### config.mk
export PLATFORM = sky130hd
export DESIGN_NAME = data_bus_decoder_flat
export DESIGN_NICKNAME = d
export VERILOG_FILES = /design/src/soc_pkg.sv /design/src/data_bus_if.sv /design/src/data_bus_decoder.sv /design/src/flat_wrapper.sv
export SDC_FILE = /design/constraint.sdc
export NUM_CORES = 1
export LEC_CHECK = 0
export BUFFER_PORTS_ARGS = -buffer_cell sky130_fd_sc_hd__buf_2
export CORE_AREA = 2 2 120 122
export CTS_BUF_LIST = sky130_fd_sc_hd__clkbuf_16
export DETAILED_ROUTE_END_ITERATION = 7
export DIE_AREA = 0 0 122 124
export PLACE_DENSITY = 0.46
export RECOVER_POWER = 25
export SYNTH_ARGS = -nofsm -noshare
export SYNTH_HDL_FRONTEND = slang
export SYNTH_SLANG_ARGS = --single-unit
### constraint.sdc
create_clock -name clk -period 3.1 [get_ports clk]
set_input_delay 0.31 -clock clk [delete_from_list [all_inputs] [get_ports clk]]
set_output_delay 0.31 -clock clk [all_outputs]
set_load 0.05 [all_outputs]
### src/soc_pkg.sv
`default_nettype none

package soc_pkg;

    // bus word, used for both addresses and data
    typedef logic [31:0] word_t;

    // one bit per byte lane, bit n writes lane n
    typedef logic [3:0] byte_en_t;

    // gpio data and uart payload
    typedef logic [7:0] byte_t;

    // highest ram address, everything above belongs to the peripherals
    localparam word_t bram_limit = 32'h0000_FFFF;

    // peripheral register map
    localparam word_t gpio_out_addr  = 32'h0001_0000; // gpio output value
    localparam word_t gpio_addr_addr = 32'h0001_0004; // gpio address value
    localparam word_t uart_data_addr = 32'h0001_0008; // write starts a frame
    localparam word_t status_addr    = 32'h0001_000C; // bit 0 is uart busy

endpackage : soc_pkg

`default_nettype wire

### src/data_bus_if.sv
`timescale 1ns/1ps
`default_nettype none

// one segment of the data bus, plain enable plus byte-write strobes
interface data_bus_if;
    import soc_pkg::*;

    logic     en;    // access strobe, one cycle per access
    byte_en_t write; // nonzero mask means write, zero means read
    word_t    addr;  // byte address
    word_t    wdata; // write data, lanes selected by write
    word_t    rdata; // read data, valid the cycle after a read

    modport master (
        output en,
        output write,
        output addr,
        output wdata,
        input  rdata
    );

    modport slave (
        input  en,
        input  write,
        input  addr,
        input  wdata,
        output rdata
    );

endinterface : data_bus_if

`default_nettype wire

### src/data_bus_decoder.sv
`timescale 1ns/1ps
`default_nettype none

module data_bus_decoder (
    input  logic       clk,
    input  logic       arst_n,
    data_bus_if.slave  master, // from the bus master
    data_bus_if.master bram,   // ram segment
    data_bus_if.master periph  // peripheral segment
);
    import soc_pkg::*;

    logic is_bram;    // address falls in the ram window
    logic bram_sel;   // ram access this cycle
    logic periph_sel; // peripheral access this cycle
    logic bram_sel_q; // target of the last access, picks rdata

    assign is_bram    = (master.addr <= bram_limit);
    assign bram_sel   = master.en && is_bram;
    assign periph_sel = master.en && !is_bram;

    // address and data fan out to both segments
    assign bram.en     = bram_sel;
    assign bram.addr   = master.addr;
    assign bram.wdata  = master.wdata;
    assign bram.write  = bram_sel ? master.write : '0; // mask only on the selected side

    assign periph.en    = periph_sel;
    assign periph.addr  = master.addr;
    assign periph.wdata = master.wdata;
    assign periph.write = periph_sel ? master.write : '0;

    // remember which target answered, rdata comes back one cycle later
    always_ff @(posedge clk or negedge arst_n) begin
        if (!arst_n) begin
            bram_sel_q <= 1'b1; // ram by default
        end else if (master.en) begin
            bram_sel_q <= is_bram; // hold across idle cycles
        end
    end

    assign master.rdata = bram_sel_q ? bram.rdata : periph.rdata;

    // the two segments must never be accessed in the same cycle
    assert property (@(posedge clk) disable iff (!arst_n)
        !(bram.en && periph.en))
        else $error("ram and peripheral enables high together");

endmodule : data_bus_decoder

`default_nettype wire

### src/flat_wrapper.sv
// flat-port wrapper written by rule: the top's interface ports become plain ports
module data_bus_decoder_flat import soc_pkg::*;
  (clk, arst_n, master_en, master_write, master_addr, master_wdata, master_rdata, bram_en, bram_write, bram_addr, bram_wdata, bram_rdata, periph_en, periph_write, periph_addr, periph_wdata, periph_rdata);
  data_bus_if master_i ();
  data_bus_if bram_i ();
  data_bus_if periph_i ();
  input  logic clk;
  input  logic arst_n;
  input wire logic [$bits(master_i.en)-1:0] master_en;
  input wire logic [$bits(master_i.write)-1:0] master_write;
  input wire logic [$bits(master_i.addr)-1:0] master_addr;
  input wire logic [$bits(master_i.wdata)-1:0] master_wdata;
  output wire logic [$bits(master_i.rdata)-1:0] master_rdata;
  output wire logic [$bits(bram_i.en)-1:0] bram_en;
  output wire logic [$bits(bram_i.write)-1:0] bram_write;
  output wire logic [$bits(bram_i.addr)-1:0] bram_addr;
  output wire logic [$bits(bram_i.wdata)-1:0] bram_wdata;
  input wire logic [$bits(bram_i.rdata)-1:0] bram_rdata;
  output wire logic [$bits(periph_i.en)-1:0] periph_en;
  output wire logic [$bits(periph_i.write)-1:0] periph_write;
  output wire logic [$bits(periph_i.addr)-1:0] periph_addr;
  output wire logic [$bits(periph_i.wdata)-1:0] periph_wdata;
  input wire logic [$bits(periph_i.rdata)-1:0] periph_rdata;
  assign master_i.en = master_en;
  assign master_i.write = master_write;
  assign master_i.addr = master_addr;
  assign master_i.wdata = master_wdata;
  assign master_rdata = master_i.rdata;
  assign bram_en = bram_i.en;
  assign bram_write = bram_i.write;
  assign bram_addr = bram_i.addr;
  assign bram_wdata = bram_i.wdata;
  assign bram_i.rdata = bram_rdata;
  assign periph_en = periph_i.en;
  assign periph_write = periph_i.write;
  assign periph_addr = periph_i.addr;
  assign periph_wdata = periph_i.wdata;
  assign periph_i.rdata = periph_rdata;
  data_bus_decoder u_core (.clk(clk), .arst_n(arst_n), .master(master_i), .bram(bram_i), .periph(periph_i));
endmodule
== Word level (Yosys, flattened, before mapping) ==
Index checks and enable logic that the tools add are counted.
Storage, ports and cells
  bits in registers: 1
  input port bits: 135
  output and inout bits: 170
  logic and storage cells: 8
Cells by class
  magnitude comparators: 1
  mux-type cells: 3
  reductions and logical operators: 3
Operator list (count)
  32-bit by 16-bit <= comparator with 1-bit output, second input constant: 1
  32-bit 2-to-1 mux: 1
  4-bit 2-to-1 mux: 2
  1-bit logical AND: 2
  1-bit zero test: 1

== Longest topological paths before layout ==
Gate-level depths: netlist (run 1).
  word-level depth: 4
  mapped depth: 3
  depth with buffers taken out: 3

== Least setup slack after synthesis (run 1) ==
No wires, ideal clock.
  kind: input-to-output
  from: input master_addr[31]
  to: output bram_write[0]
  arrival time: 1.493 ns
  data required time: 2.790 ns
  path slack: 1.297 ns
  stages on the path: 3
  buffers on the path: 0
  cell sequence: nor4_2 > nand4_1 > nor2_1
On the way
  longest elaborated chain between the ends: 3
RTL lines
  start, declared: RTL line flat_wrapper.sv:11  | input wire logic [$bits(master_i.addr)-1:0] master_addr;
  32-bit by 16-bit <= comparator with 1-bit output: RTL line data_bus_decoder.sv:18  | assign is_bram = (master.addr <= bram_limit);
  1-bit logical AND: RTL line data_bus_decoder.sv:19  | assign bram_sel = master.en && is_bram;
  4-bit 2-to-1 mux: RTL line data_bus_decoder.sv:26  | assign bram.write = bram_sel ? master.write : '0;
  end, declared: RTL line flat_wrapper.sv:15  | output wire logic [$bits(bram_i.write)-1:0] bram_write;
Every way passes these cells.

== Final worst setup path (run 1) ==
  from: register u_core.bram_sel_q
  to: output master_rdata[6]
On the way
  longest elaborated chain between the ends: 1
RTL lines
  start, declared: RTL line data_bus_decoder.sv:16  | logic bram_sel_q;
  start signal, assigned: RTL line data_bus_decoder.sv:38  | bram_sel_q <= is_bram;
  32-bit 2-to-1 mux: RTL line data_bus_decoder.sv:42  | assign master.rdata = bram_sel_q ? bram.rdata : periph.rdata;
  end, declared: RTL line flat_wrapper.sv:13  | output wire logic [$bits(master_i.rdata)-1:0] master_rdata;
Every way passes these cells.

==> results of run 1 <==
[cell usage after synthesis]
cell type  number
and2_1          2
and4_4          1
buf_2           4
buf_4         128
dfstp_2         1
mux2_1          1
mux2_2         32
nand2_1         4
nand4_1         1
nor2_1          8
nor4_2          4
[logic make-up after synthesis]
family,Yosys count,synth area share
mux,33,0.2471
flops,1,0.01747
simple gates,20,0.08319
buf+inv,132,0.6522
[power breakdown]
group	total [W]	internal, W	leakage [nW]	switching, W
clock	0	0	0	0
sequential	0.0000133	0.0000133	0.0103	0.00000000458
combinational	0.000305	0.0000868	0.797	0.000218
[path summary, 6_finish.rpt]
kind	slack [ns]	start	end	cells after the start
setup / recovery	1.10	u_core.bram_sel_q	master_rdata[6]	2
hold / removal	0.28	arst_n	u_core.bram_sel_q	1
setup reg to reg	1.79	u_core.bram_sel_q	u_core.bram_sel_q	1
hold reg to reg	0.99	u_core.bram_sel_q	u_core.bram_sel_q	1
max in group asynchronous	2.80	arst_n	u_core.bram_sel_q	1
min in group clk	0.62	master_wdata[31]	bram_wdata[31]	0
[per-stage QoR]
stage,total power (W),hold slack (ns),util,std cells
after floorplan,0.0005772,0.1622,-,186
final,0.0003178,0.2818,0.1128,394
after CTS,0.0003212,0.2717,0.1129,394
after detailed placement,0.0003203,0.2713,0.1129,394
after global placement,0.0003206,0.2691,0.1129,394
after global routing,0.0003332,0.3217,0.1128,394
[routing by layer]
layer / GRT usage / part of all wire
met1: 0.05514 / 0.37
met2: 0.08101 / 0.44
met3: 0.02198 / 0.17
met4: 0.009339 / 0.013
met5: 0 / 0.0028
[layout make-up]
class                      count  area, sq um
fill                        1623        12170
multi-input combinational     53        496.7
sequential                     1        26.28
timing repair buffer         160        799.5
tap                          180        225.2
==> metrics.txt, run 1 <==
slowest CP cell=dfstp_2; max-capacitance violation count=0; Peak VDD IR=0.00005755 V; top flop regs=u_core.bram_sel_q x1; final critical-path share of the clock period=0.6466; synthesized cell area=1504 sq um; number of port buffers=160; worst endpoint data arrival time=1.69 ns; Final min period=2.005 ns; Worst Tran Pin Value=0.7814 ns; buffers and inverters on the worst path=1; drt first pass iters=2; initial antenna violation count=1; Area contributors post-synth=buf_4, mux2_2, nor4_2; area leader, netlist=buf_4; Placement Rows=43; Remaining DRCs=0; most frequent cells in the layout=buf_2, mux2_2, nor2_1; drt first-iter violations=7; delay-heaviest family, CP=flip-flops; vias in the first global route=1120; Antenna Nets Post-Route=0; Slew Limit Fails=0; CP cell instances=mux2_2 -> buf_2; relative slew slack=0.4791; total wire length=4.281 mm; Net count, final=351; critical path type=flop to output pin; Pleak=0.8073 nW; die height=124 microns; Critical Path End Type=output pin; final setup skew=0 ns; # setup viols final=0; syn avg cell area=8.086 sq um; outcome=finished, final reports clean; pwr dens=205.3 nW/um^2; hold_buf cts=0; dpl ws=1.057 ns; RSZ-0062 raised after global routing=false; Initial Util=0.1096; IO Pins=305; synthesis-stage register bit count=1; Setup Fix Bufs, Post-CTS=0; register with the most flip-flops=u_core.bram_sel_q; diode count=0; Synth warnings=0; Design Area, Final=1548 sq um; Synth Instances=186; first-pass GRT wire length=5.685 mm; Setup TNS=0 ns; clock transition at the registers of the reported paths=0 ns; drt wl/cell=10.87 microns; vias per inst=2.980; Worst-Skew Late Latency=0 ns; most common cell after layout, fill and taps aside=buf_2; CP Max Fanout=33; register area share after synthesis=0.01747; slowest stage delay, CP=1.01 ns; final global-route overflow total=0; Die W=122 microns; CP startpoint kind=flop; Cell Area, Placed=1549 sq um; pin count of the biggest net entering global routing=34; Via Count=1174; top cell type's share of synthesized area=0.6389; max reg flops=1; die area=15130 sq um; Fmax achieved=498.9 MHz; Post-Synthesis Net Count=321; final hold violations=0; synth-to-layout area growth=2.912%; GRT Total Usage=0.04762; post_cts resized=0; Hold WC Path Type=input pin to async pin; unique cell type count in the Yosys netlist=11; area of the core=13720 sq um; Worst EP required=2.79 ns; fraction of layout cells with a size suffix above 1=0.9206; setup ws final=1.095 ns; Final GP Congestion=0.7164
Power figures use the tool's default switching activity.
==> inputs of run 2 (changes only) <==
CORE_AREA = 2 2 117 119   (was 2 2 120 122)
DIE_AREA = 0 0 119 121   (was 0 0 122 124)
PLACE_DENSITY = 0.48   (was 0.46)
clock period = 1.99 ns   (was 3.1 ns; I/O delays follow)
==> metrics.txt, run 2 (same netlist as run 1, synthesis figures left out) <==
initial antenna violation count=0; most common cell after layout, fill and taps aside=buf_2; area of the core=13090 sq um; Worst-Skew Late Latency=0 ns; RSZ-0062 raised after global routing=false; hpwl dp=3.616 mm; Final min period=1.644 ns; CP startpoint kind=input pin; GRT Total Usage=0.04718; slowest CP cell=nor4_2; Fmax achieved=608.4 MHz; vias in the first global route=1144; final critical-path share of the clock period=0.8259; Worst EP required=1.79 ns; area occupied by multi-input gates=496.7 sq um; Setup TNS=0 ns; worst endpoint data arrival time=1.44 ns; register with the most flip-flops=u_core.bram_sel_q; Pleak=0.8277 nW; buffers and inverters on the worst path=3; pwr dens=313.2 nW/um^2; post_cts resized=0; CP cell instances=buf_2 -> nor4_2 -> nand4_1 -> buf_4 -> nor2_1 -> buf_2; outcome=finished, final reports clean; drt wl/cell=10.03 microns; drt first pass iters=2; hold_buf cts=0; slowest stage delay, CP=0.41 ns; final global-route overflow total=0; drt first-iter violations=16; Final GP Congestion=0.7419; Initial Util=0.1149; Critical Path End Type=output pin; most frequent cells in the layout=buf_2, mux2_2, nor2_1; pin count of the biggest net entering global routing=28; delay-heaviest family, CP=simple AND/OR/NAND/NOR gates; final core occ=0.1207; Setup Fix Bufs, Post-CTS=0; die area=14400 sq um; Placement Rows=42; Hold WC Path Type=input pin to async pin; Slew Limit Fails=0; Peak VDD IR=0.0001069 V; Remaining DRCs=0; vias per inst=2.987; synth-to-layout area growth=4.991%; Via Count=1174; final hold violations=0; # setup viols final=0; Register Area=26.28 sq um; IO Pins=305; die height=121 microns; total wire length=3.940 mm; Worst Tran Pin Value=0.3895 ns; max-capacitance violation count=0; top flop regs=u_core.bram_sel_q x1; Net count, final=354; CP most frequent cell=buf_2; max reg flops=1; clock transition at the registers of the reported paths=0 ns; CP Max Fanout=4; critical path type=input pin to output pin; first-pass GRT wire length=5.651 mm; diode count=0; fraction of layout cells with a size suffix above 1=0.9263; number of port buffers=160; relative slew slack=0.7382; final setup skew=0 ns; Antenna Nets Post-Route=0; Die W=119 microns; Fillers=1519
==> run 2: cell count changes in the layout (fill, tap and decap cells not counted), sizes merged <==
cell	before	now
buf	159	163
clkbuf	1	0
==> run 2: final timing paths <==
path | end | from | cells after the start | slack [ns]
max | bram_write[1] | master_addr[27] | 6 | 0.35
min | u_core.bram_sel_q | arst_n | 1 | 0.14
max reg2reg | u_core.bram_sel_q | u_core.bram_sel_q | 1 | 1.15
min reg2reg | u_core.bram_sel_q | u_core.bram_sel_q | 1 | 0.72
max in group asynchronous | u_core.bram_sel_q | arst_n | 1 | 1.83
min in group clk | bram_wdata[27] | master_wdata[27] | 0 | 0.40
==> run 2: through the flow <==
stage                      power, W  hold WS, ns  cells  area (sq um)  setup WS (ns)
after floorplan           0.0008992      0.05116    186          1504         0.4086
after global routing      0.0005141       0.1406    393          1579         0.2643
after global placement    0.0004993       0.1389    393          1579         0.3455
final                     0.0004945       0.1352    393          1579         0.3465
after detailed placement  0.0004976       0.1386    393          1579         0.3520
after CTS                 0.0004991       0.1379    393          1579         0.3434
==> run 2: final cells by class <==
| type | instances | share of cell area |
|---|---|---|
| multi-input combinational | 53 | 0.3146 |
| sequential | 1 | 0.01664 |
| tap | 176 | 0.1395 |
| timing repair buffer | 163 | 0.5293 |
==> run 2: report_power, final <==
group / switching (W) / leakage, nW / internal (W) / total [W]
sequential: 0.00000000172 / 0.0103 / 0.0000207 / 0.0000207
clock: 0 / 0 / 0 / 0
combinational: 0.000338 / 0.817 / 0.000136 / 0.000474
total: 0.000338 / 0.828 / 0.000157 / 0.000495
==> run 2: per-layer routing <==
layer  vias to the layer above  share of wire  GRT usage
met5                         -              0          0
met4                         0          0.024    0.01339
met3                        17           0.11    0.01081
met2                       117           0.51    0.09195
met1                       502           0.36    0.05030
li1                        538              -          -
==> inputs of run 3 (changes only) <==
ABC_AREA = 1   (was not set)
CORE_AREA = 2 2 119 121   (was 2 2 117 119)
DIE_AREA = 0 0 121 123   (was 0 0 119 121)
PLACE_DENSITY = 0.49   (was 0.48)
clock period = 1.4 ns   (was 1.99 ns; I/O delays follow)
==> metrics.txt, run 3 <==
total wire length=4.135 mm; synthesis-stage register bit count=1; vias in the first global route=1115; Int Pwr=0.0002876 W; Net count, final=370; slowest CP cell=dfstp_2; Synth top cells by count=buf_4, mux2_4, nor2_1; GRT Total Usage=0.04407; Post-Synth Simple-Gate Area=0.06476; Setup TNS=-0.006977 ns; final core occ=0.1374; Tot Pwr=0.0007743 W; final setup skew=0 ns; most common cell after layout, fill and taps aside=buf_2; clock transition at the registers of the reported paths=0 ns; IO Pins=305; most frequent cells in the layout=buf_2, mux2_4, buf_6; hpwl dp=3.685 mm; Worst-Skew Late Latency=0 ns; Via Count=1197; Design Area, Final=1871 sq um; Post-synth EDFFs=0; Remaining DRCs=0; Final min period=1.403 ns; final global-route overflow total=0; Fmax achieved=712.6 MHz; Area contributors post-synth=buf_4, mux2_4, nor2_1; largest family of logic cells by synthesized area=buffers and inverters; register with the most flip-flops=u_core.bram_sel_q; Async S/R FF share, synth=1.000; area leader, netlist=buf_4; Peak VDD IR=0.0001362 V; CP cell instances=buf_6 -> mux2_4 -> buf_2; register area share after synthesis=0.01581; Worst EP required=1.26 ns; Comb pwr share=0.962; Synth Area in Adders=0; hold_buf cts=0; Antenna Nets Post-Route=0; syn avg cell area=8.350 sq um; die height=123 microns; Critical Path End Type=output pin; first-pass GRT wire length=5.292 mm; pwr dens=413.9 nW/um^2; commonest register cell after synthesis=dfstp_2; drt first-iter violations=12; fraction of layout cells with a size suffix above 1=0.8627; # setup viols final=5; count leader, synth=buf_4; setup ws final=-0.003399 ns; relative slew slack=0.8319; mux contribution to synthesized area=0.2824; max-capacitance violation count=0; top cell type's share of synthesized area=0.5783; clock share of power=0; Synth Area in XOR/XNOR=0; CP startpoint kind=flop; Cell Area, Placed=1713 sq um; final critical-path share of the clock period=1.002; Placement Rows=43; slowest stage delay, CP=0.55 ns; Post-Synthesis Net Count=334; final hold violations=0; buffers and inverters on the worst path=2; die area=14880 sq um; Hold WC Path Type=input pin to async pin; synth-to-layout area growth=12.58%; Synth warnings=0; compound-gate portion of the synthesized area=0; max reg flops=1; Die W=121 microns; Worst Tran Pin Value=0.2539 ns; Synth Instances=199; worst endpoint data arrival time=1.26 ns; Sw Share=0.6285; Initial Util=0.1221; hold slack=0.07424 ns; pin count of the biggest net entering global routing=21; Pleak=1.028 nW; Psw=0.0004866 W; CP Max Fanout=10; drt wl/cell=9.964 microns; critical path type=flop to output pin; outcome=complete, but fails checks; violated checks=setup timing; Slew Limit Fails=0; delay-heaviest family, CP=flip-flops; unique cell type count in the Yosys netlist=10; drt first pass iters=3; RSZ-0062 raised after global routing=true; top flop regs=u_core.bram_sel_q x1; synthesized cell area=1662 sq um; area of the core=13610 sq um; number of port buffers=160; Final GP Congestion=0.6235; initial antenna violation count=2; vias per inst=2.884; Seq pwr share=0.038
run 3: cell types whose count changed after synthesis, moves of 3 or more:
cell	change
buf_12	+3
nor4_2	-4
nor2_1	+10
buf_2	-4
inv_1	+7
mux2_2	-29
nand2_1	+4
mux2_4	+29
run 3: per-layer routing:
| metal | up-vias | GRT usage | wire (microns) |
|---|---|---|---|
| met5 | - | 0 | 0 |
| met4 | 0 | 0.0007267 | 0 |
| met3 | 0 | 0.02952 | 834 |
| met2 | 161 | 0.07760 | 1849 |
| met1 | 472 | 0.04640 | 1451 |
| li1 | 564 | - | - |
run 3: final timing paths:
check	startpoint	end	slack [ns]	depth (start not counted)
min in group clk	master_addr[10]	bram_addr[10]	0.28	0
worst min register to register	u_core.bram_sel_q	u_core.bram_sel_q	0.66	3
worst max register to register	u_core.bram_sel_q	u_core.bram_sel_q	0.46	3
worst max-delay path	u_core.bram_sel_q	master_rdata[22]	-0.003	3
worst min-delay path	arst_n	u_core.bram_sel_q	0.07	1
max in group asynchronous	arst_n	u_core.bram_sel_q	1.31	1
run 3: metrics by stage:
stage          instances  worst slack, ns
5_1_grt              413         -0.04168
4_1_cts              413         -0.02126
2_1_floorplan        199          0.03715
3_3_place_gp         413         -0.04274
3_5_place_dp         413         -0.05877
6_report             415        -0.003399
run 3: cells by family (layout without fill, tap and decap cells):
logic type	count (synthesis)	in the layout
other	0	2
buffers and inverters	139	173
and+or+nand+nor	27	27
DFF	1	1
muxes	32	32
run 3: cell type report:
class / count / area, sq um
diodes: 2 / 5.005
fillers: 1570 / 11740
inverters: 7 / 26.28
multi-input cells: 59 / 579.3
flip-flops and latches: 1 / 26.28
well taps: 180 / 225.2
repair buffers: 166 / 1008
run 3: power groups by stage:
| stage | clock network [W] | logic (W) | registers, W |
|---|---|---|---|
| floorplan | 0 | 0.00128 | 0.0000295 |
| global placement | 0 | 0.000702 | 0.0000295 |
| detailed placement | 0 | 0.000702 | 0.0000295 |
| CTS | 0 | 0.000745 | 0.0000295 |
| global route | 0 | 0.000779 | 0.0000295 |
| finish | 0.00000000201 | 0.000745 | 0.0000295 |
run 3: repair_timing:
action / in CTS / in global routing
pin swaps: 0 / 0
setup buffers: 0 / 0
resized for setup: 40 / 17
endpoints found under the setup margin: 29 / 32
