## src/soc_pkg.sv

```systemverilog
`default_nettype none

package soc_pkg;

    // bus word, used for both addresses and data
    typedef logic [31:0] word_t;

    // one bit per byte lane, bit n writes lane n
    typedef logic [3:0] byte_en_t;

    // gpio data and uart payload
    typedef logic [7:0] byte_t;

    // highest ram address, everything above belongs to the peripherals
    localparam word_t bram_limit = 32'h0000_FFFF;

    // peripheral register map
    localparam word_t gpio_out_addr  = 32'h0001_0000; // gpio output value
    localparam word_t gpio_addr_addr = 32'h0001_0004; // gpio address value
    localparam word_t uart_data_addr = 32'h0001_0008; // write starts a frame
    localparam word_t status_addr    = 32'h0001_000C; // bit 0 is uart busy

endpackage : soc_pkg

`default_nettype wire

```

## src/data_bus_if.sv

```systemverilog
`timescale 1ns/1ps
`default_nettype none

// one segment of the data bus, plain enable plus byte-write strobes
interface data_bus_if;
    import soc_pkg::*;

    logic     en;    // access strobe, one cycle per access
    byte_en_t write; // nonzero mask means write, zero means read
    word_t    addr;  // byte address
    word_t    wdata; // write data, lanes selected by write
    word_t    rdata; // read data, valid the cycle after a read

    modport master (
        output en,
        output write,
        output addr,
        output wdata,
        input  rdata
    );

    modport slave (
        input  en,
        input  write,
        input  addr,
        input  wdata,
        output rdata
    );

endinterface : data_bus_if

`default_nettype wire

```

## src/peripheral_block.sv

```systemverilog
`timescale 1ns/1ps
`default_nettype none

module peripheral_block #(
    parameter int clks_per_bit = 8 // uart bit length in cycles
) (
    input  logic           clk,
    input  logic           arst_n,
    data_bus_if.slave      bus,        // peripheral segment of the data bus
    output soc_pkg::byte_t gpioa_out,  // gpio output register
    output soc_pkg::byte_t gpioa_addr, // gpio address register
    output logic           uart_tx,    // serial output
    output logic           stall       // high while a uart frame is in flight
);
    import soc_pkg::*;

    logic  wr_low;     // write that touches byte lane 0
    logic  rd;         // read access
    logic  uart_start; // accepted byte for the uart
    logic  uart_busy;  // frame in progress
    byte_t uart_byte;  // byte handed to the serializer

    assign wr_low = bus.en && bus.write[0];
    assign rd     = bus.en && (bus.write == '0);

    // a byte written while the uart is busy is dropped
    assign uart_start = wr_low && (bus.addr == uart_data_addr) && !uart_busy;
    assign uart_byte  = bus.wdata[7:0];

    // gpio registers, only lane 0 is backed by storage
    always_ff @(posedge clk or negedge arst_n) begin
        if (!arst_n) begin
            gpioa_out  <= '0;
            gpioa_addr <= '0;
        end else if (wr_low) begin
            if (bus.addr == gpio_out_addr) begin
                gpioa_out <= bus.wdata[7:0];
            end
            if (bus.addr == gpio_addr_addr) begin
                gpioa_addr <= bus.wdata[7:0];
            end
        end
    end

    // registered read data, zero-extended, unmapped reads give zero
    always_ff @(posedge clk) begin
        if (rd) begin
            case (bus.addr)
                gpio_out_addr:  bus.rdata <= word_t'(gpioa_out);
                gpio_addr_addr: bus.rdata <= word_t'(gpioa_addr);
                status_addr:    bus.rdata <= word_t'(uart_busy); // busy in bit 0
                default:        bus.rdata <= '0;
            endcase
        end
    end

    uart_tx #(
        .clks_per_bit (clks_per_bit)
    ) uart_tx_i (
        .clk     (clk),
        .arst_n  (arst_n),
        .start   (uart_start),
        .tx_byte (uart_byte),
        .busy    (uart_busy),
        .tx      (uart_tx)
    );

    assign stall = uart_busy; // master waits on this level

    // an accepted byte raises stall at the very same edge
    assert property (@(posedge clk) disable iff (!arst_n) uart_start |=> stall)
        else $error("stall not raised after a uart write");

endmodule : peripheral_block

`default_nettype wire

```

## src/uart_tx.sv

```systemverilog
`timescale 1ns/1ps
`default_nettype none

module uart_tx #(
    parameter int clks_per_bit = 8 // clock cycles per bit
) (
    input  logic           clk,
    input  logic           arst_n,
    input  logic           start,   // load tx_byte and begin a frame
    input  soc_pkg::byte_t tx_byte, // payload, lsb goes out first
    output logic           busy,    // high for the whole frame
    output logic           tx       // serial line, idle high
);
    import soc_pkg::*;

    localparam int cnt_w = (clks_per_bit > 1) ? $clog2(clks_per_bit) : 1;
    localparam int last_bit = 9; // start + 8 data + stop, counted from 0

    logic [cnt_w-1:0] cnt;     // cycles spent in the current bit
    logic [3:0]       bit_idx; // 0 is the start bit, 9 the stop bit
    logic [8:0]       shifter; // remaining data bits with the stop bit on top
    logic             bit_end; // last cycle of the current bit

    assign bit_end = (cnt == cnt_w'(clks_per_bit - 1));

    always_ff @(posedge clk or negedge arst_n) begin
        if (!arst_n) begin
            busy    <= 1'b0;
            tx      <= 1'b1; // line idles high
            cnt     <= '0;
            bit_idx <= '0;
            shifter <= '1;
        end else if (!busy) begin
            if (start) begin
                busy    <= 1'b1;
                tx      <= 1'b0;              // start bit goes out at once
                cnt     <= '0;
                bit_idx <= '0;
                shifter <= {1'b1, tx_byte};   // stop bit sits above the data
            end
        end else if (bit_end) begin
            cnt <= '0;
            if (bit_idx == 4'(last_bit)) begin
                busy <= 1'b0; // stop bit done
                tx   <= 1'b1;
            end else begin
                tx      <= shifter[0];
                shifter <= {1'b1, shifter[8:1]}; // fill with idle level
                bit_idx <= bit_idx + 4'd1;
            end
        end else begin
            cnt <= cnt + cnt_w'(1);
        end
    end

    // the register block must hold off new bytes while a frame runs
    assert property (@(posedge clk) disable iff (!arst_n) busy |-> !start)
        else $error("uart start while busy");

endmodule : uart_tx

`default_nettype wire
```

## src/flat_wrapper.sv

```systemverilog
// flat-port wrapper written by rule: the top's interface ports become plain ports
module peripheral_block_flat import soc_pkg::*;
#(
    parameter int clks_per_bit = 8                             
)
  (clk, arst_n, gpioa_out, gpioa_addr, uart_tx, stall, bus_en, bus_write, bus_addr, bus_wdata, bus_rdata);
  data_bus_if bus_i ();
  input  logic clk;
  input  logic arst_n;
  output soc_pkg::byte_t gpioa_out;
  output soc_pkg::byte_t gpioa_addr;
  output logic uart_tx;
  output logic stall;
  input wire logic [$bits(bus_i.en)-1:0] bus_en;
  input wire logic [$bits(bus_i.write)-1:0] bus_write;
  input wire logic [$bits(bus_i.addr)-1:0] bus_addr;
  input wire logic [$bits(bus_i.wdata)-1:0] bus_wdata;
  output wire logic [$bits(bus_i.rdata)-1:0] bus_rdata;
  assign bus_i.en = bus_en;
  assign bus_i.write = bus_write;
  assign bus_i.addr = bus_addr;
  assign bus_i.wdata = bus_wdata;
  assign bus_rdata = bus_i.rdata;
  peripheral_block #(.clks_per_bit(clks_per_bit)) u_core (.clk(clk), .arst_n(arst_n), .bus(bus_i), .gpioa_out(gpioa_out), .gpioa_addr(gpioa_addr), .uart_tx(uart_tx), .stall(stall));
endmodule
```

## config.mk

```make
export PLATFORM = sky130hd
export DESIGN_NAME = peripheral_block_flat
export DESIGN_NICKNAME = d
export VERILOG_FILES = /design/src/soc_pkg.sv /design/src/data_bus_if.sv /design/src/peripheral_block.sv /design/src/uart_tx.sv /design/src/flat_wrapper.sv
export SDC_FILE = /design/constraint.sdc
export NUM_CORES = 1
export LEC_CHECK = 0
export ABC_AREA = 1
export BUFFER_PORTS_ARGS = -buffer_cell sky130_fd_sc_hd__buf_2
export CAP_MARGIN = 20
export CORE_ASPECT_RATIO = 0.8
export CORE_MARGIN = 4
export CORE_UTILIZATION = 46
export CTS_BUF_LIST = sky130_fd_sc_hd__clkbuf_16
export DETAILED_ROUTE_END_ITERATION = 16
export PLACE_DENSITY_LB_ADDON = 0.25
export SETUP_SLACK_MARGIN = 0.02
export SYNTH_ARGS = -nofsm -noshare
export SYNTH_HDL_FRONTEND = slang
export SYNTH_SLANG_ARGS = --single-unit
export TNS_END_PERCENT = 30
```

## constraint.sdc

```tcl
create_clock -name clk -period 1.8 [get_ports clk]
set_input_delay 0.09 -clock clk [delete_from_list [all_inputs] [get_ports clk]]
set_output_delay 0.09 -clock clk [all_outputs]
set_load 0.03 [all_outputs]
```

# After elaboration in Yosys (flattened, before gate mapping)

Cells that the tools add are included.

Register bits: 66
Output and inout port bits: 50
Bits of input ports: 71

Multiplexer cells: 20
Reductions and logical operators: 11
Equal/unequal tests: 8
Add/sub/neg operators: 2

Operator list:

| operator                                               | count |
|---|---|
| equality test 32 x 17 -> 1 bit (second input constant) | 4 |
| two-way mux 9 bit                                      | 4 |
| one-hot mux 8 bit (3 select lines)                     | 1 |
| two-way mux 4 bit                                      | 4 |
| two-way mux 3 bit                                      | 3 |
| two-way mux 1 bit                                      | 8 |
| AND reduction 2 bit                                    | 3 |
| adder 4 x 1 -> 4 bit (second input constant)           | 1 |
| equality test 4 bit (second input constant)            | 1 |
| logical AND 1 bit                                      | 4 |
| zero test 4 bit                                        | 1 |
| adder 3 x 1 -> 3 bit (second input constant)           | 1 |
| equality test 3 bit (second input constant)            | 1 |
| AND reduction 3 bit                                    | 1 |
| != test 2 x 1 -> 1 bit (second input constant)         | 1 |
| != test 2 bit (second input constant)                  | 1 |
| nonzero test 2 bit                                     | 1 |
| zero test 1 bit                                        | 1 |

# Logic depth before layout (Yosys ltp)

Gate-level depths: netlist (run 1).

Depth in word-level cells: 5
Mapped depth: 10

# By module

From an unflattened synthesis (run 1), not the netlist that was laid out.

Cells, all modules: 311
Area total of the unflattened synthesis: 2501.1 µm²

Modules (own cells, without submodules):

| module           | area each (µm²) | seq. area each (µm²) | cells each | instances |
|---|---|---|---|---|
| peripheral_block | 1579.0          | 640.6                | 218        | 1 |
| uart_tx          | 922.1           | 436.7                | 93         | 1 |

# Worst setup path after synthesis (run 1)

No wires, ideal clock.

Path kind: register -> register
From: register u_core.uart_tx_i.cnt[0]
To: register u_core.uart_tx_i.shifter[0]
Buffers on the path: 1
Stages on the path, launching flop included: 9
Data arrival time: 1435 ps
Setup slack: 305 ps
Library setup time: 60 ps
Cells stage by stage: dfrtp_1 > ha_1 > ha_1 > nand2_1 > inv_1 > nand2_1 > buf_2 > nand3_2 > nand2_1

Cells in the longest elaborated chain, start to end: 3

Ends and longest elaborated chain:

| element                                 | line          | source |
|---|---|---|
| from (decl)                             | uart_tx.sv:19 | `logic [cnt_w-1:0] cnt;` |
| from (signal assigned)                  | uart_tx.sv:52 | `cnt <= cnt + cnt_w'(1);` |
| equality test 3 bit                     | uart_tx.sv:24 | `assign bit_end = (cnt == cnt_w'(clks_per_bit - 1));` |
| != test 2 x 1 -> 1 bit (no source line) | n/a           |  |
| AND reduction 3 bit (no source line)    | n/a           |  |
| to (signal assigned)                    | uart_tx.sv:39 | `shifter <= {1'b1, tx_byte};` |
| to (signal assigned)                    | uart_tx.sv:48 | `shifter <= {1'b1, shifter[8:1]};` |
| to (decl)                               | uart_tx.sv:21 | `logic [8:0] shifter;` |

Every way passes these cells.
A chain may end at the register's enable or synchronous reset.

# Worst setup path in the final report (run 1)

From: register u_core.uart_tx_i.cnt[0]
To: register u_core.uart_tx_i.shifter[2]

Same word-level chain as after synthesis.

==> results of run 1 <==
-- worst max path at each step --
stage | from | to | slack (ns) | cells past startpoint
6_report | u_core.uart_tx_i.cnt[0] | u_core.uart_tx_i.shifter[2] | 0.16 | 8
5_1_grt | u_core.uart_tx_i.cnt[0] | u_core.uart_tx_i.bit_idx[2] | 0.02 | 8
4_1_cts | u_core.uart_tx_i.cnt[0] | u_core.uart_tx_i.shifter[2] | 0.16 | 8
3_5_place_dp | u_core.uart_tx_i.cnt[0] | u_core.uart_tx_i.shifter[2] | 0.17 | 8
3_3_place_gp | u_core.uart_tx_i.cnt[0] | u_core.uart_tx_i.shifter[3] | 0.20 | 8
2_1_floorplan | u_core.uart_tx_i.cnt[0] | u_core.uart_tx_i.shifter[0] | 0.31 | 8
-- tightest hold or removal path: stages --
cell	delay, ns
buf_2	0.10
nand3_1	0.07
nand2_1	0.06
-- per-stage QoR --
step / setup WS (ns) / power, W / hold WS (ns)
after global placement: 0.195 / 0.00115 / 0.201
final: 0.155 / 0.00216 / 0.0629
after detailed placement: 0.175 / 0.00115 / 0.193
after global routing: 0.0224 / 0.00223 / 0.0775
after CTS: 0.162 / 0.00218 / 0.0564
after floorplan: 0.305 / 0.00111 / -0.206
-- area by class of cell --
cell class | instances | area, µm² | area share (%)
multi-input combinational | 227 | 1120 | 38.2
clock buffer | 5 | 125 | 4.25
inverter | 19 | 71.3 | 2.42
tap | 62 | 77.6 | 2.64
clock inverter | 3 | 46.3 | 1.57
sequential | 41 | 1080 | 36.6
timing repair buffer | 78 | 420 | 14.3
-- power by group through the flow --
| stage | Combinational [W] | Clock, W | Sequential [W] |
|---|---|---|---|
| finish | 0.000185 | 0.00102 | 0.000949 |
| global route | 0.000204 | 0.00108 | 0.000948 |
| CTS | 0.000184 | 0.00105 | 0.000948 |
| detailed placement | 0.000182 | 0 | 0.000965 |
| global placement | 0.000181 | 0 | 0.000965 |
| floorplan | 0.000138 | 0 | 0.000972 |
-- sequential cells by signal (all words and copies together), names as in the netlist --
name,count
u_core.bus.rdata,8
u_core.gpioa_addr,8
u_core.gpioa_out,8
u_core.uart_tx_i.shifter,8
u_core.uart_tx_i.bit_idx,4
u_core.uart_tx_i.cnt,3
u_core.uart_tx_i.busy,1
u_core.uart_tx_i.tx,1
-- cells in the final DEF (no fill, tap or decap), types with 5 or more instances in the layout --
master     netlist  layout
dfstp_2          9       9
conb_1           1      24
edfxtp_1         8       8
buf_2            1      72
dfrtp_1         24      24
nand3_2         11      11
nand3_1         35      35
nor2_1          17      17
inv_1           18      18
clkbuf_16        0       5
nand2_1        102     102
-- kinds of logic after synthesis --
kind of cell,after synthesis,synth area share (%)
buffers and inverters,51,12.7
AO/OA/AOI/OAI,11,2.84
XOR/XNOR,1,0.361
AND/OR/NAND/NOR,187,37.4
adder cells (fa/ha/maj),4,2.06
other,1,0.155
flip-flops,41,44.4
-- routing by layer --
metal	global-route usage [%]	part of all wire [%]	vias up
li1	-	-	1053
met2	27.1	47	65
met3	3.84	7.2	9
met4	5.29	1.3	0
met5	0	0	-
met1	21.5	44	937
-- what timing repair did --
item                      4_1_cts  5_1_grt
hold endpoints to repair       24        0
hold buffers                    1        0
gates resized for setup         0        0
==> summary.md, run 1 <==
| Metric | Value |
|---|---|
| Status | finished clean |
| Worst R2R Start | u_core.uart_tx_i.cnt[0] |
| Crit-path slowest cell | dfrtp_1 |
| Vias in the first global route | 1,849 |
| IO Pins | 121 |
| Setup crit end kind | register |
| Net Sw Frac | 23.3% |
| Number of synthesized flops with an enable pin | 8 |
| Drt pass-1 iters | 4 |
| Reg clk slew, reported paths | 0.06 ns |
| Min-Delay Path Class | input pin to register |
| Antenna diodes | 0 |
| CP Data Required Time | 2.03 ns |
| Initial antenna violation count | 0 |
| FP Rows | 23 |
| Area growth, synth to finish | 21.4% |
| Placed cell areas | 0.00276 mm² |
| Clock sink count | 41 |
| Remaining Overflow, GRT | 0 |
| # setup viols final | 0 |
| Full die area | 0.00650 mm² |
| Worst Path Max Fanout | 8 |
| Sw power | 0.000501 W |
| Via count | 2,064 |
| Setup_tns | 0 ns |
| Reg power frac | 44.0% |
| RSZ-0062 raised after global routing | false |
| Syn Std Cell Area | 0.00242 mm² |
| DRT iter0 DRCs | 106 |
| Pins Over Slew Limit | 0 |
| PortBufs | 72 |
| Critical Path Max Stage Delay | 0.40 ns |
| Clock buffer depth | 2 |
| Worst R2R End | u_core.uart_tx_i.shifter[2] |
| Post-CTS setup buffers | 0 |
| CP top delay family | simple AND/OR/NAND/NOR gates |
| Largest cells by area after synthesis | dfrtp_1 25%, nand2_1 16%, edfxtp_1 9.9% |
| Synth Area per Inst | 8.19 µm² |
| Reg-to-reg setup timing slack | 0.16 ns |
| Final Util | 58.1% |
| Hold worst-path end | u_core.gpioa_addr[0] |
| Combinational share of power | 8.6% |
| Area of the core | 0.00506 mm² |
| Internal cell power | 0.00165 W |
| Detail Placement HPWL | 3980 µm |
| VDD IR max | 707 µV |
| Total Routing Usage GR | 16.5% |
| Routed WL | 5180 µm |
| Post-layout instance area | 0.00294 mm² |
| Fin crit share | 91.4% |
| Initial Utilization | 47.9% |
| Syn Inst Count | 296 |
| Pwr dens | 732 mW/mm² |
| # nets final | 447 |
| Worst-Skew Late Latency | 0.28 ns |
| Synth unique cells | 32 |
| DRC viols | 0 |
| Worst setup SP type | register |
| Max-Cap Viols | 0 |
| Yosys warns | 0 |
| Min Tclk post-route | 1.64 ns |
| Synth top cells by count | 102 x nand2_1, 35 x nand3_1, 25 x buf_4 |
| Min-delay src | bus_wdata[0] |
| Total CTS buffers | 5 |
| Final Hold Fails | 0 |
| Die H | 72.9 µm |
| Root Driver | clkbuf_16 |
| Ratio of cells with drive above 1 in the final layout | 32.7% |
| CTS H-tree lvls | 2 |
| Largest net degree at the start of global routing | 34 |
| Wire per inst | 11.9 µm |
| Peak Freq | 608 MHz |
| Crit path cell chain | ha_1 -> ha_1 -> nand2_1 -> inv_1 -> nand2_1 -> buf_12 -> nand3_1 -> nand2_1 |
| Post-synth top area cell | dfrtp_1 |
| Clock Power Share | 47.4% |
| Critical path class | register to register |
| Worst path most repeated cell | nand2_1 |
| Count leader, synth | nand2_1 |
| Hold Path Cell Cnt | 3 |
| #FFs+latches synth | 41 |
| Sequential area share after synthesis | 44.4% |
| Reg2reg path depth | 8 |
| Main flop type after synthesis | dfrtp_1 |
| Leak | 1.60 nW |
| Worst EP arrival | 1.87 ns |
| Async SR Flop Fraction | 80.5% |
| RePlAce Congestion | 0.882 |
| Clock skew | 0.00139 ns |
| First-pass GRT wire length | 8360 µm |
| Finished Layout Cells | 435 |
| Die X | 89.2 µm |
| DP Cell Count | 426 |
| Post-route ant nets | 0 |
| CTS tree | done |
| Max-slew headroom | 51.1% |
| Actual slew at the worst max-slew pin | 0.733 ns |
| Vias per cell | 4.74 |
| Share of the synthesized area in the top cell type | 24.8% |
| Buf+Inv Stages, Crit Path | 2 |
| # fillers | 453 |
Power figures use the tool's default switching activity.
==> run 2, diff against run 1 <==
--- a/config.mk
+++ b/config.mk
@@ -13,6 +13,7 @@
 export CORE_UTILIZATION = 46
 export CTS_BUF_LIST = sky130_fd_sc_hd__clkbuf_16
 export DETAILED_ROUTE_END_ITERATION = 16
+export HOLD_SLACK_MARGIN = 0.08
 export PLACE_DENSITY_LB_ADDON = 0.25
 export SETUP_SLACK_MARGIN = 0.02
 export SYNTH_ARGS = -nofsm -noshare
==> summary.md, run 2 (synthesis results as in run 1) <==
| Metric | Value |
|---|---|
| Status | finished clean |
| Hold worst-path end | u_core.gpioa_out[7] |
| VDD IR max | 709 µV |
| Max-Cap Viols | 0 |
| Post-route ant nets | 0 |
| Worst R2R End | u_core.uart_tx_i.shifter[2] |
| Die H | 72.9 µm |
| CTS tree | done |
| PortBufs | 72 |
| Worst setup SP type | register |
| Initial Utilization | 47.9% |
| Remaining Overflow, GRT | 0 |
| Peak Freq | 608 MHz |
| Root Driver | clkbuf_16 |
| CTS H-tree lvls | 2 |
| Total Routing Usage GR | 16.9% |
| Clock sink count | 41 |
| Total CTS buffers | 5 |
| Ratio of cells with drive above 1 in the final layout | 32.1% |
| FP Rows | 23 |
| Setup crit end kind | register |
| Fin crit share | 91.3% |
| Min Tclk post-route | 1.64 ns |
| Initial antenna violation count | 0 |
| Antenna diodes | 0 |
| # setup viols final | 0 |
| Pins Over Slew Limit | 0 |
| Worst R2R Start | u_core.uart_tx_i.cnt[0] |
| Min-Delay Path Class | input pin to register |
| Worst Path Max Fanout | 8 |
| Reg-to-reg setup timing slack | 0.16 ns |
| Setup_tns | 0 ns |
| Reg clk slew, reported paths | 0.06 ns |
| RSZ-0062 raised after global routing | false |
| Pwr dens | 720 mW/mm² |
| IO Pins | 121 |
| Final Hold Fails | 0 |
| Full die area | 0.00650 mm² |
| Area of the core | 0.00506 mm² |
| First-pass GRT wire length | 8600 µm |
| CP Data Required Time | 2.03 ns |
| DP Cell Count | 426 |
| Power Total | 0.00217 W |
| RePlAce Congestion | 0.882 |
| Largest net degree at the start of global routing | 34 |
| Post-CTS setup buffers | 0 |
| Commonest non-fill, non-tap cell in the layout | nand2_1 |
| Die X | 89.2 µm |
| Drt pass-1 iters | 4 |
| Wire per inst | 12.0 µm |
| DRT iter0 DRCs | 96 |
| Min-delay src | bus_wdata[7] |
| Vias in the first global route | 1,913 |
| Reg2reg path depth | 8 |
| Detail Placement HPWL | 3980 µm |
| Actual slew at the worst max-slew pin | 0.738 ns |
| Clock skew | 0.00179 ns |
| Clock buffer depth | 2 |
| Critical path class | register to register |
| Leak | 1.63 nW |
| DRC viols | 0 |
| Via count | 2,097 |
| Most frequent cells in the layout | 102 x nand2_1, 72 x buf_2, 35 x nand3_1 |
| Hold Path Cell Cnt | 3 |
| Finished Layout Cells | 442 |
| Routed WL | 5300 µm |
| Vias per cell | 4.74 |
| # nets final | 454 |
| Worst EP arrival | 1.87 ns |
| Area growth, synth to finish | 24.3% |
| Worst-Skew Late Latency | 0.28 ns |
| Max-slew headroom | 50.8% |
run 2: cell count changes in the layout (fill, tap and decap cells not counted), sizes merged:
| cell | before | now |
|---|---|---|
| dlygate4sd3 | 1 | 8 |
run 2: worst max-delay path by stage:
stage,start,endpoint,slack (ns),cells after the start
after floorplan,u_core.uart_tx_i.cnt[0],u_core.uart_tx_i.shifter[0],0.31,8
after global placement,u_core.uart_tx_i.cnt[0],u_core.uart_tx_i.shifter[3],0.20,8
after detailed placement,u_core.uart_tx_i.cnt[0],u_core.uart_tx_i.shifter[2],0.17,8
after CTS,u_core.uart_tx_i.cnt[0],u_core.uart_tx_i.shifter[2],0.16,8
after global routing,u_core.uart_tx_i.cnt[0],u_core.uart_tx_i.bit_idx[2],0.02,8
final,u_core.uart_tx_i.cnt[0],u_core.uart_tx_i.shifter[2],0.16,8
run 2: critical path, stage by stage, from the launching register on:
cell	delay [ns]
dfrtp_1	0.40
ha_1	0.20
ha_1	0.21
nand2_1	0.08
inv_1	0.06
nand2_1	0.29
buf_12	0.18
nand3_1	0.08
nand2_1	0.09
run 2: layout make-up:
type | instances | area (µm²)
well taps | 62 | 77.6
clock buffers | 5 | 125
fillers | 442 | 2050
repair buffers | 85 | 490
multi-input cells | 227 | 1120
flip-flops and latches | 41 | 1080
inverters | 19 | 71.3
clock inverters | 3 | 46.3
run 2: timing repair:
item | 4_1_cts | 5_1_grt
hold buffers | 8 | 0
gates resized for setup | 0 | 0
endpoints found under the hold margin | 33 | 0
run 2: routing by layer:
| layer | vias up | global-route usage [%] | wire length (µm) |
|---|---|---|---|
| li1 | 1069 | - | - |
| met3 | 7 | 3.84 | 384 |
| met4 | 0 | 5.29 | 61 |
| met1 | 957 | 21.9 | 2330 |
| met2 | 64 | 28.2 | 2530 |
| met5 | - | 0 | 0 |
run 2: power by group:
part | internal [W] | total (W) | switching (W) | leakage, nW
Combinational | 0.0000603 | 0.000197 | 0.000137 | 1.10
Sequential | 0.000948 | 0.000949 | 0.000000485 | 0.450
Clock | 0.000656 | 0.00102 | 0.000369 | 0.0800
run 2: per-stage QoR:
| step | cell area [µm²] | setup slack, ns | hold slack, ns | util, % |
|---|---|---|---|---|
| global route | 3010 | 0.0211 | 0.102 | 59.5 |
| finish | 3010 | 0.156 | 0.0845 | 59.5 |
| CTS | 3010 | 0.162 | 0.0824 | 59.5 |
| floorplan | 2510 | 0.305 | -0.206 | - |
| global placement | 2760 | 0.195 | 0.201 | 54.5 |
| detailed placement | 2760 | 0.175 | 0.193 | 54.5 |
==> run 3, diff against run 2 <==
--- a/config.mk
+++ b/config.mk
@@ -6,10 +6,9 @@
 export NUM_CORES = 1
 export LEC_CHECK = 0
 export ABC_AREA = 1
-export BUFFER_PORTS_ARGS = -buffer_cell sky130_fd_sc_hd__buf_2
+export BUFFER_PORTS_ARGS = -buffer_cell sky130_fd_sc_hd__clkbuf_2
 export CAP_MARGIN = 20
 export CORE_ASPECT_RATIO = 0.8
-export CORE_MARGIN = 4
 export CORE_UTILIZATION = 46
 export CTS_BUF_LIST = sky130_fd_sc_hd__clkbuf_16
 export DETAILED_ROUTE_END_ITERATION = 16
==> summary.md, run 3 (synthesis results as in run 1) <==
| Metric | Value |
|---|---|
| CTS tree | done |
| Min Tclk post-route | 1.65 ns |
| Detail Placement HPWL | 3790 µm |
| Min-Delay Path Class | input pin to register |
| Remaining Overflow, GRT | 0 |
| Antenna diodes | 0 |
| Worst setup SP type | register |
| Post-layout instance area | 0.00301 mm² |
| PortBufs | 72 |
| Peak Freq | 607 MHz |
| Area of the core | 0.00504 mm² |
| Initial Utilization | 48.1% |
| Die X | 83.2 µm |
| Min setup slack post-route | 0.154 ns |
| Vias per cell | 4.67 |
| Worst Path Max Fanout | 8 |
| Post-route ant nets | 0 |
| Clock sink count | 41 |
| Fin crit share | 91.5% |
| Setup_tns | 0 ns |
| # setup viols final | 0 |
| Full die area | 0.00557 mm² |
| Worst EP arrival | 1.87 ns |
| Worst-Skew Late Latency | 0.28 ns |
| Setup crit end kind | register |
| Leak | 1.64 nW |
| Final Hold Fails | 0 |
| RePlAce Congestion | 0.816 |
| Initial antenna violation count | 0 |
| Commonest non-fill, non-tap cell in the layout | nand2_1 |
| CTS H-tree lvls | 2 |
| Routed WL | 5100 µm |
| Total Routing Usage GR | 20.3% |
| Actual slew at the worst max-slew pin | 0.812 ns |
| # nets final | 454 |
| Critical path class | register to register |
| Wire per inst | 11.5 µm |
| Worst slack, placed | 0.170 ns |
| Area growth, synth to finish | 24.3% |
| Status | finished clean |
| Total CTS buffers | 5 |
| Max-slew headroom | 45.9% |
| Pins Over Slew Limit | 0 |
| CP Data Required Time | 2.03 ns |
| Via count | 2,062 |
| Clock skew | 0.00331 ns |
| Root Driver | clkbuf_16 |
| Clock buffer depth | 2 |
| DRC viols | 0 |
| FP Rows | 23 |
| # fillers | 460 |
| Placed cell areas | 0.00276 mm² |
| Largest net degree at the start of global routing | 34 |
| Final Util | 59.8% |
| Post-CTS setup buffers | 0 |
| Pwr dens | 720 mW/mm² |
| Vias in the first global route | 1,980 |
| Drt pass-1 iters | 4 |
| DRT iter0 DRCs | 98 |
| Most frequent cells in the layout | 102 x nand2_1, 72 x clkbuf_2, 35 x nand3_1 |
| Die H | 66.9 µm |
| VDD IR max | 511 µV |
| IO Pins | 121 |
| Reg clk slew, reported paths | 0.06 ns |
| First-pass GRT wire length | 8830 µm |
| Max-Cap Viols | 0 |
| RSZ-0062 raised after global routing | false |
| Ratio of cells with drive above 1 in the final layout | 32.1% |
run 3: cell count changes in the layout (fill, tap and decap cells not counted), sizes merged:
cell / previous run / this run
buf: 77 / 5
clkbuf: 5 / 77
run 3: per-layer routing:
| layer | track usage, % | vias to the layer above | routed length (µm) | part of all wire (%) |
|---|---|---|---|---|
| li1 | - | 1068 | - | - |
| met1 | 23.6 | 927 | 2230 | 44 |
| met2 | 35.9 | 56 | 2500 | 49 |
| met3 | 4.96 | 11 | 252 | 4.9 |
| met4 | 9.27 | 0 | 110 | 2.2 |
| met5 | 0 | - | 0 | 0 |
run 3: path summary, 6_finish.rpt:
| check | slack [ns] | start | end | cells after the start |
|---|---|---|---|---|
| setup / recovery | 0.15 | u_core.uart_tx_i.cnt[0] | u_core.uart_tx_i.shifter[2] | 8 |
| max in group asynchronous | 0.85 | arst_n | u_core.gpioa_addr[7] | 2 |
| min in group asynchronous | 0.43 | arst_n | u_core.uart_tx_i.bit_idx[2] | 2 |
| setup reg to reg | 0.15 | u_core.uart_tx_i.cnt[0] | u_core.uart_tx_i.shifter[2] | 8 |
| hold reg to reg | 0.48 | u_core.uart_tx_i.shifter[6] | u_core.uart_tx_i.shifter[6] | 2 |
| hold / removal | 0.08 | bus_wdata[2] | u_core.gpioa_out[2] | 3 |
run 3: stage by stage:
| step | cells | total power, W | hold WS, ns |
|---|---|---|---|
| floorplan | 319 | 0.00111 | -0.206 |
| global placement | 426 | 0.00115 | 0.228 |
| detailed placement | 426 | 0.00115 | 0.227 |
| CTS | 442 | 0.00219 | 0.0824 |
| global route | 442 | 0.00225 | 0.0878 |
| finish | 442 | 0.00217 | 0.0818 |
run 3: worst max-delay path: stages, from the launching register on:
cell and delay, ns:
dfrtp_1 0.39, ha_1 0.20, ha_1 0.21, nand2_1 0.08, inv_1 0.06, nand2_1 0.28
buf_12 0.18, nand3_1 0.08, nand2_1 0.09
run 3: repair_timing:
item	in CTS	in global routing
resized for setup	0	0
endpoints found under the hold margin	36	0
hold buffers	8	0
run 3: layout make-up:
| class | instances | area (µm²) | share of cell area, % |
|---|---|---|---|
| clock buffers | 5 | 125 | 4.15 |
| clock inverters | 3 | 46.3 | 1.54 |
| inverters | 19 | 71.3 | 2.37 |
| multi-input cells | 227 | 1120 | 37.3 |
| flip-flops and latches | 41 | 1080 | 35.8 |
| well taps | 62 | 77.6 | 2.57 |
| repair buffers | 85 | 490 | 16.3 |
run 3: power by group:
part	switching [W]	total (W)	internal (W)
sequential	0.000000610	0.000949	0.000948
clock	0.000368	0.00102	0.000656
combinational	0.000135	0.000195	0.0000603
